**src/div_pkg.sv**
```systemverilog
package div_pkg;

	// operand widths
	// the quotient gets one bit per stage, so D_WIDTH is also the stage count
	localparam int Z_WIDTH = 16; // dividend
	localparam int D_WIDTH = 8;  // divisor, quotient, remainder

	// partial remainder carries one extra sign bit on top of the dividend
	localparam int R_WIDTH = Z_WIDTH + 1;

	// zero bits below the divisor when it is aligned under the dividend
	localparam int ALIGN_PAD = Z_WIDTH - D_WIDTH;

	// Record handed from the feed block down through every stage to the drain.
	// rem is two's complement, and bit Z_WIDTH is its sign.
	// dvs holds {1'b0, d, ALIGN_PAD zeros} and never changes along the pipe.
	// quo fills from the right, one bit per stage.
	typedef struct packed {
		logic [R_WIDTH-1:0] rem;  // partial remainder, msb is sign
		logic [R_WIDTH-1:0] dvs;  // left aligned divisor
		logic [D_WIDTH-1:0] quo;  // partial quotient
		logic               div0; // divisor was zero
		logic               ovf;  // quotient does not fit in D_WIDTH
	} div_stage_t;

	// result record at the pipeline output
	// quo and rem only mean something when both flags are low
	typedef struct packed {
		logic [D_WIDTH-1:0] quo;
		logic [D_WIDTH-1:0] rem;
		logic               div0;
		logic               ovf;
	} div_result_t;

endpackage

```
**src/div_drain.sv**
```systemverilog
`timescale 1ns/1ps

module div_drain (
	input  logic                 clk,
	input  logic                 arst_n,
	input  logic                 ena,
	input  div_pkg::div_stage_t  stage_in,
	output div_pkg::div_result_t res
);

	logic                        rem_neg;  // last step overshot
	logic [div_pkg::R_WIDTH-1:0] rem_fix;  // corrected partial remainder
	logic [div_pkg::D_WIDTH-1:0] rem_out;  // remainder in output width
	div_pkg::div_result_t        res_next;

	assign rem_neg = stage_in.rem[div_pkg::Z_WIDTH];

	// A negative final remainder means the last subtract went too far.
	// The quotient bits are already right, only the remainder needs one add.
	always_comb
	begin
		if (rem_neg)
		begin
			rem_fix = stage_in.rem + stage_in.dvs;
		end
		else
		begin
			rem_fix = stage_in.rem;
		end
	end

	// remainder sits in the same bits as the aligned divisor
	assign rem_out = rem_fix[div_pkg::Z_WIDTH-1:div_pkg::Z_WIDTH-div_pkg::D_WIDTH];

	always_comb
	begin
		res_next.quo  = stage_in.quo;
		res_next.rem  = rem_out;
		res_next.div0 = stage_in.div0;
		res_next.ovf  = stage_in.ovf;
	end

	// output register
	always_ff @(posedge clk or negedge arst_n)
	begin
		if (!arst_n)
		begin
			res <= '0; // flags low out of reset too
		end
		else if (ena)
		begin
			res <= res_next;
		end
	end

endmodule

```
**src/div_feed.sv**
```systemverilog
`timescale 1ns/1ps

module div_feed (
	input  logic                        clk,
	input  logic                        arst_n,
	input  logic                        ena,
	input  logic [div_pkg::Z_WIDTH-1:0] z,
	input  logic [div_pkg::D_WIDTH-1:0] d,
	output div_pkg::div_stage_t         stage_out
);

	logic [div_pkg::D_WIDTH-1:0] z_hi;       // upper half of the dividend
	logic                        d_zero;     // divide by zero
	logic                        q_too_wide; // quotient needs more than D_WIDTH bits
	div_pkg::div_stage_t         start_rec;  // record before the register

	assign z_hi = z[div_pkg::Z_WIDTH-1:div_pkg::Z_WIDTH-div_pkg::D_WIDTH];

	assign d_zero = (d == '0);

	// z / d fits in D_WIDTH bits only if z < d * 2**D_WIDTH,
	// which is the same as the upper half of z being below d.
	// A zero divisor always lands here as well, so div0 implies ovf.
	assign q_too_wide = (z_hi >= d);

	// start record of the recurrence
	always_comb
	begin
		start_rec.rem  = {1'b0, z}; // positive start, sign bit clear
		start_rec.dvs  = {1'b0, d, {div_pkg::ALIGN_PAD{1'b0}}};
		start_rec.quo  = '0;
		start_rec.div0 = d_zero;
		start_rec.ovf  = q_too_wide;
	end

	always_ff @(posedge clk or negedge arst_n)
	begin
		if (!arst_n)
		begin
			stage_out <= '0;
		end
		else if (ena)
		begin
			stage_out <= start_rec; // operands enter the pipe here
		end
	end

endmodule

```
**src/div_pipe_top.sv**
```systemverilog
`timescale 1ns/1ps

module div_pipe_top (
	input  logic                        clk,
	input  logic                        arst_n,
	input  logic                        ena,
	input  logic [div_pkg::Z_WIDTH-1:0] z,
	input  logic [div_pkg::D_WIDTH-1:0] d,
	output div_pkg::div_result_t        res
);

	// Pipeline depth is D_WIDTH + 2 registers: feed, one per stage, drain.
	// Operands sampled on enabled edge k show up on res after edge k + D_WIDTH + 1.
	// Every register shares the same ena, so a low ena freezes the whole pipe.

	// stage_bus[0] from the feed block, stage_bus[D_WIDTH] into the drain
	div_pkg::div_stage_t stage_bus [div_pkg::D_WIDTH+1];

	div_feed u_feed (
		.clk       (clk),
		.arst_n    (arst_n),
		.ena       (ena),
		.z         (z),
		.d         (d),
		.stage_out (stage_bus[0])
	);

	// one quotient bit per stage, msb first
	for (genvar i = 0; i < div_pkg::D_WIDTH; i++)
	begin : g_stage
		div_stage u_stage (
			.clk       (clk),
			.arst_n    (arst_n),
			.ena       (ena),
			.stage_in  (stage_bus[i]),
			.stage_out (stage_bus[i+1])
		);
	end

	div_drain u_drain (
		.clk      (clk),
		.arst_n   (arst_n),
		.ena      (ena),
		.stage_in (stage_bus[div_pkg::D_WIDTH]),
		.res      (res)
	);

endmodule

```
**src/div_stage.sv**
```systemverilog
`timescale 1ns/1ps

module div_stage (
	input  logic                clk,
	input  logic                arst_n,
	input  logic                ena,
	input  div_pkg::div_stage_t stage_in,
	output div_pkg::div_stage_t stage_out
);

	logic [div_pkg::R_WIDTH-1:0] rem_shift;  // remainder times two
	logic [div_pkg::R_WIDTH-1:0] rem_next;   // after add or subtract
	logic                        rem_neg;    // sign of incoming remainder
	logic                        q_bit;      // new quotient bit
	div_pkg::div_stage_t         stage_next;

	assign rem_neg = stage_in.rem[div_pkg::Z_WIDTH];

	// The old sign bit drops out of the shift. The partial remainder always stays
	// within plus or minus dvs, so the result of the add or subtract below still
	// fits in R_WIDTH bits even though the shifted value alone may not.
	assign rem_shift = {stage_in.rem[div_pkg::Z_WIDTH-1:0], 1'b0};

	// non-restoring step, no restore on a negative result
	always_comb
	begin
		if (rem_neg)
		begin
			rem_next = rem_shift + stage_in.dvs; // undo overshoot of last step
		end
		else
		begin
			rem_next = rem_shift - stage_in.dvs;
		end
	end

	// quotient bit is one when the new remainder is not negative
	assign q_bit = ~rem_next[div_pkg::Z_WIDTH];

	always_comb
	begin
		stage_next.rem  = rem_next;
		stage_next.dvs  = stage_in.dvs;
		stage_next.quo  = {stage_in.quo[div_pkg::D_WIDTH-2:0], q_bit};
		stage_next.div0 = stage_in.div0;
		stage_next.ovf  = stage_in.ovf;
	end

	always_ff @(posedge clk or negedge arst_n)
	begin
		if (!arst_n)
		begin
			stage_out <= '0;
		end
		else if (ena)
		begin
			stage_out <= stage_next;
		end
	end

endmodule

```
**config.mk**
```make
export PLATFORM = sky130hd
export DESIGN_NAME = div_pipe_top
export DESIGN_NICKNAME = d
export VERILOG_FILES = /design/src/div_pkg.sv /design/src/div_drain.sv /design/src/div_feed.sv /design/src/div_pipe_top.sv /design/src/div_stage.sv
export SDC_FILE = /design/constraint.sdc
export NUM_CORES = 1
export LEC_CHECK = 0
export ABC_AREA = 1
export BUFFER_PORTS_ARGS = -buffer_cell sky130_fd_sc_hd__buf_4
export CORE_UTILIZATION = 40
export CTS_CLUSTER_DIAMETER = 50
export DETAILED_ROUTE_END_ITERATION = 10
export REMOVE_ABC_BUFFERS = 1
export SYNTH_ARGS = -nofsm -noshare
export SYNTH_HDL_FRONTEND = slang
export SYNTH_SLANG_ARGS = --single-unit
```
**constraint.sdc**
```tcl
create_clock -name clk -period 1.91 [get_ports clk]
set_input_delay 0.2865 -clock clk [delete_from_list [all_inputs] [get_ports clk]]
set_output_delay 0.2865 -clock clk [all_outputs]
set_load 0.05 [all_outputs]
```
==> results.txt <==
Residual DRC: 0
Cell taking the most area after synthesis: sky130_fd_sc_hd__dfrtp_1
Crit path setup slack, layout: -0.263 ns
Final Net Count: 2302
Number of enable-type register cells in the synthesized netlist: 0
Transition at the pin with the smallest max-transition slack: 0.514 ns
Die extent in y: 192 µm
Commonest register cell after synthesis: sky130_fd_sc_hd__dfrtp_1
Fraction of power spent switching nets: 40.2%
Clock latency at the later pin of the worst-skew pair: 0.52 ns
Max-Slew Margin vs Limit: 65.7%
Kind of start point of the critical path: flip-flop
Antenna diode count: 0
Leakage power of the design: 10.4 nW
Power per standard cell area: 1670 nW/µm²
Vias per cell: 4.81
Number of top-level pins: 45
Post-synth cell types: 33
Number of global-route vias before repair: 12600
Number of standard cells after synthesis: 1860
Initial detailed-routing violation count: 643
Critical path start-end classification: reg -> reg
Worst reg2reg endpoint: g_stage[2].u_stage.stage_out[2]
GRT Residual Overflow: 0
Stage delay of the slowest cell on the critical path: 0.38 ns
Largest net degree at the start of global routing: 79
Final weighted congestion in routability-driven placement: 0.847
Achievable Freq: 0.460 GHz
Slowest-stage cell, CP: sky130_fd_sc_hd__dfrtp_1
CORE AREA: 35600 µm²
Clock skew after layout: 0.0208 ns
Total of flip-flops plus latches after synthesis: 260
Internal power contribution: 20.0 mW
Synth async-reset ratio: 100%
Number of antenna violations at the first check in global routing: 0
Total Wirelength: 35600 µm
Number of cells on the worst reg-to-reg path: 14
Placed wire-length estimate after detailed placement: 23500 µm
Destination of the critical timing path: g_stage[2].u_stage.stage_out[2]
Final Hold Vio Count: 0
Final worst-path cycle share: 114%
Arrival time of the worst setup path: 2.59 ns
Min Clock Period, post-route: 2.17 ns
Most common cell in the synthesized netlist: sky130_fd_sc_hd__nand2_1
Chip Width: 192 µm
Share of the yosys chip area belonging to registers: 45.0%
Core occupancy in the finished layout: 56.3%
Average cell area after synthesis: 7.77 µm²
Initial Util: 40.6%
Standard-cell rows: 69
Cell at the root of the clock tree: sky130_fd_sc_hd__clkbuf_16
Combinational share of power: 56.1%
Filler instances: 3130
Max-slew violation count: 0
Die footprint: 36900 µm²
Leading post-synthesis cells by cell area: sky130_fd_sc_hd__dfrtp_1 45%, sky130_fd_sc_hd__nand2_1 19%, sky130_fd_sc_hd__ha_1 7.4%
Max cap viols: 0
FF-to-FF Start: g_stage[1].u_stage.stage_out[18]
Via count: 12800
Status: finished, violations left
Standard cell area after detailed placement: 16800 µm²
Peak supply drop: 0.00128 V
Number of buffers on the longest clock path: 3
Setup Slack @ Placement: -0.377 ns
Design area: 20000 µm²
Flip-flop and latch area: 6510 µm²
Wirelength per Cell: 13.3 µm
Global-route wire length before repair: 59000 µm
NetSw: 13.4 mW
Failing checks: negative setup slack
TritonCTS Buffers: 36
CTS sink count: 260
CP top delay family: simple AND/OR/NAND/NOR gates
Area growth from synthesis to layout: 38.7%
YS warnings: 0
Path type of the worst min-delay path: in -> reg
Antenna-violating nets left: 0
TritonCTS clock tree: yes
Maximum fanout along the worst path: 4
Depth of the critical timing path with buffers and inverters included: 14
GRT Total Usage: 19.4%
Top cell by count, worst path: sky130_fd_sc_hd__nand2_1
CP startpoint: g_stage[1].u_stage.stage_out[18]
Port Buf Inserts: 44
Part of the total power dissipated in sequential elements: 24.4%
Area taken by multi-input logic gates: 8020 µm²
Most numerous cell types in the synthesized netlist: 719 x sky130_fd_sc_hd__nand2_1, 260 x sky130_fd_sc_hd__dfrtp_1, 204 x sky130_fd_sc_hd__inv_1
Element type at the critical path end: flip-flop
Internal reg-to-reg setup slack: -0.26 ns
# H-tree levels: 2
Setup repair after global routing missed its margin: true
Number of detailed-route iterations in the first pass: 5
Required time reported for the critical path endpoint: 2.32 ns
Buf/Inv on CP: 2
Final setup viols: 44
Critical path cell sequence: inv_2, buf_6, nand4_1, o21ai_1, xor2_1, ha_1, nand2_1, nand2_1, nand2_1, nand2_2, a21oi_2, nand3_1, nand3_2, nand2_1
Proportion of power drawn by the clock network: 19.4%
Clock-pin slew on the worst setup and hold paths: 0.06 ns
Yosys top cell area share: 45.0%
Layout cells sized above 1: 29.6%
Final sum of negative setup slack: -7.82 ns
Synthesized cell area: 14400 µm²
==> state kept, by name, summed over array words and instances (netlist names) <==
name / count
g_stage.u_stage.stage_out: 216
u_feed.stage_out: 26
u_drain.res: 18
==> layout by cell type (no fill, tap or decap), types with 14 or more instances in the layout <==
master / Yosys / routed
sky130_fd_sc_hd__nand2_1: 719 / 660
sky130_fd_sc_hd__dfrtp_1: 260 / 256
sky130_fd_sc_hd__buf_4: 10 / 252
sky130_fd_sc_hd__inv_1: 204 / 155
sky130_fd_sc_hd__o21ai_0: 158 / 117
sky130_fd_sc_hd__nand3_1: 98 / 71
sky130_fd_sc_hd__ha_1: 86 / 71
sky130_fd_sc_hd__inv_2: 5 / 53
sky130_fd_sc_hd__nand2_2: 2 / 51
sky130_fd_sc_hd__buf_6: 4 / 50
sky130_fd_sc_hd__nor2_1: 68 / 47
sky130_fd_sc_hd__xor2_1: 44 / 39
sky130_fd_sc_hd__clkbuf_16: 0 / 38
sky130_fd_sc_hd__a21oi_1: 67 / 33
sky130_fd_sc_hd__a21oi_2: 0 / 31
sky130_fd_sc_hd__o21ai_1: 2 / 28
sky130_fd_sc_hd__nand3_2: 0 / 23
sky130_fd_sc_hd__dlygate4sd3_1: 0 / 23
sky130_fd_sc_hd__o21ai_2: 2 / 16
sky130_fd_sc_hd__ha_4: 0 / 14
==> power groups by stage <==
stage	Sequential, mW	Combinational [mW]	Clock, mW
after global routing	8.34	20.7	6.85
after floorplan	8.28	8.35	0
after detailed placement	8.12	13.9	0
after CTS	8.09	16.2	6.65
final	8.15	18.7	6.49
after global placement	8.11	13.6	0
==> per-stage QoR <==
stage / instances / power (mW) / hold slack, ns
finish: 2668 / 33.4 / 0.0353
global route: 2668 / 35.9 / 0.0602
CTS: 2645 / 30.9 / 0.0184
detailed placement: 2518 / 22.0 / 0.254
global placement: 2518 / 21.7 / 0.258
floorplan: 1802 / 16.6 / -0.00909
==> timing repair <==
item / CTS / global route
pin swaps: 153 / 179
hold buffers: 23 / 0
hold endpoints to repair: 65 / 0
gates resized for setup: 235 / 175
endpoints found under the setup margin: 51 / 56
setup buffers: 41 / 30
==> logic make-up after synthesis <==
family	Yosys count	synth area share (%)
AO/OA/AOI/OAI	261	9.59
AND/OR/NAND/NOR	917	25.4
flip-flops	260	45.0
XOR/XNOR	60	3.64
adder cells (fa/ha/maj)	95	8.70
buffers and inverters	267	7.69
==> worst min-delay path by stage <==
stage                start  slack (ns)  cells past startpoint                               end
finish                d[6]        0.04                      3              u_feed.stage_out[24]
global route          d[6]        0.06                      3              u_feed.stage_out[24]
CTS                   d[6]        0.02                      3              u_feed.stage_out[24]
floorplan           arst_n      -0.009                      0   g_stage[0].u_stage.stage_out[0]
detailed placement  arst_n        0.25                      1  g_stage[4].u_stage.stage_out[40]
global placement    arst_n        0.26                      1  g_stage[4].u_stage.stage_out[40]
==> worst min-delay path: stages <==
cell and delay (ns):
sky130_fd_sc_hd__buf_4 0.09, sky130_fd_sc_hd__nand2_1 0.06, sky130_fd_sc_hd__o21ai_0 0.07
==> metal layers <==
metal | vias to the layer above | wire, µm | GRT usage [%]
met5 | - | 0 | 0
li1 | 6545 | - | -
met4 | 0 | 760 | 4.97
met1 | 6059 | 16100 | 24.9
met3 | 68 | 976 | 2.67
met2 | 154 | 17800 | 34.1
==> layout make-up <==
class / count / share of cell area [%]
clock buffer: 51 / 5.19
tap: 461 / 2.88
clock inverter: 14 / 0.649
timing repair buffer: 340 / 14.8
sequential: 260 / 32.5
inverter: 209 / 3.94
multi-input combinational: 1333 / 40.0
No activity file was read; power rests on OpenSTA's default activity.
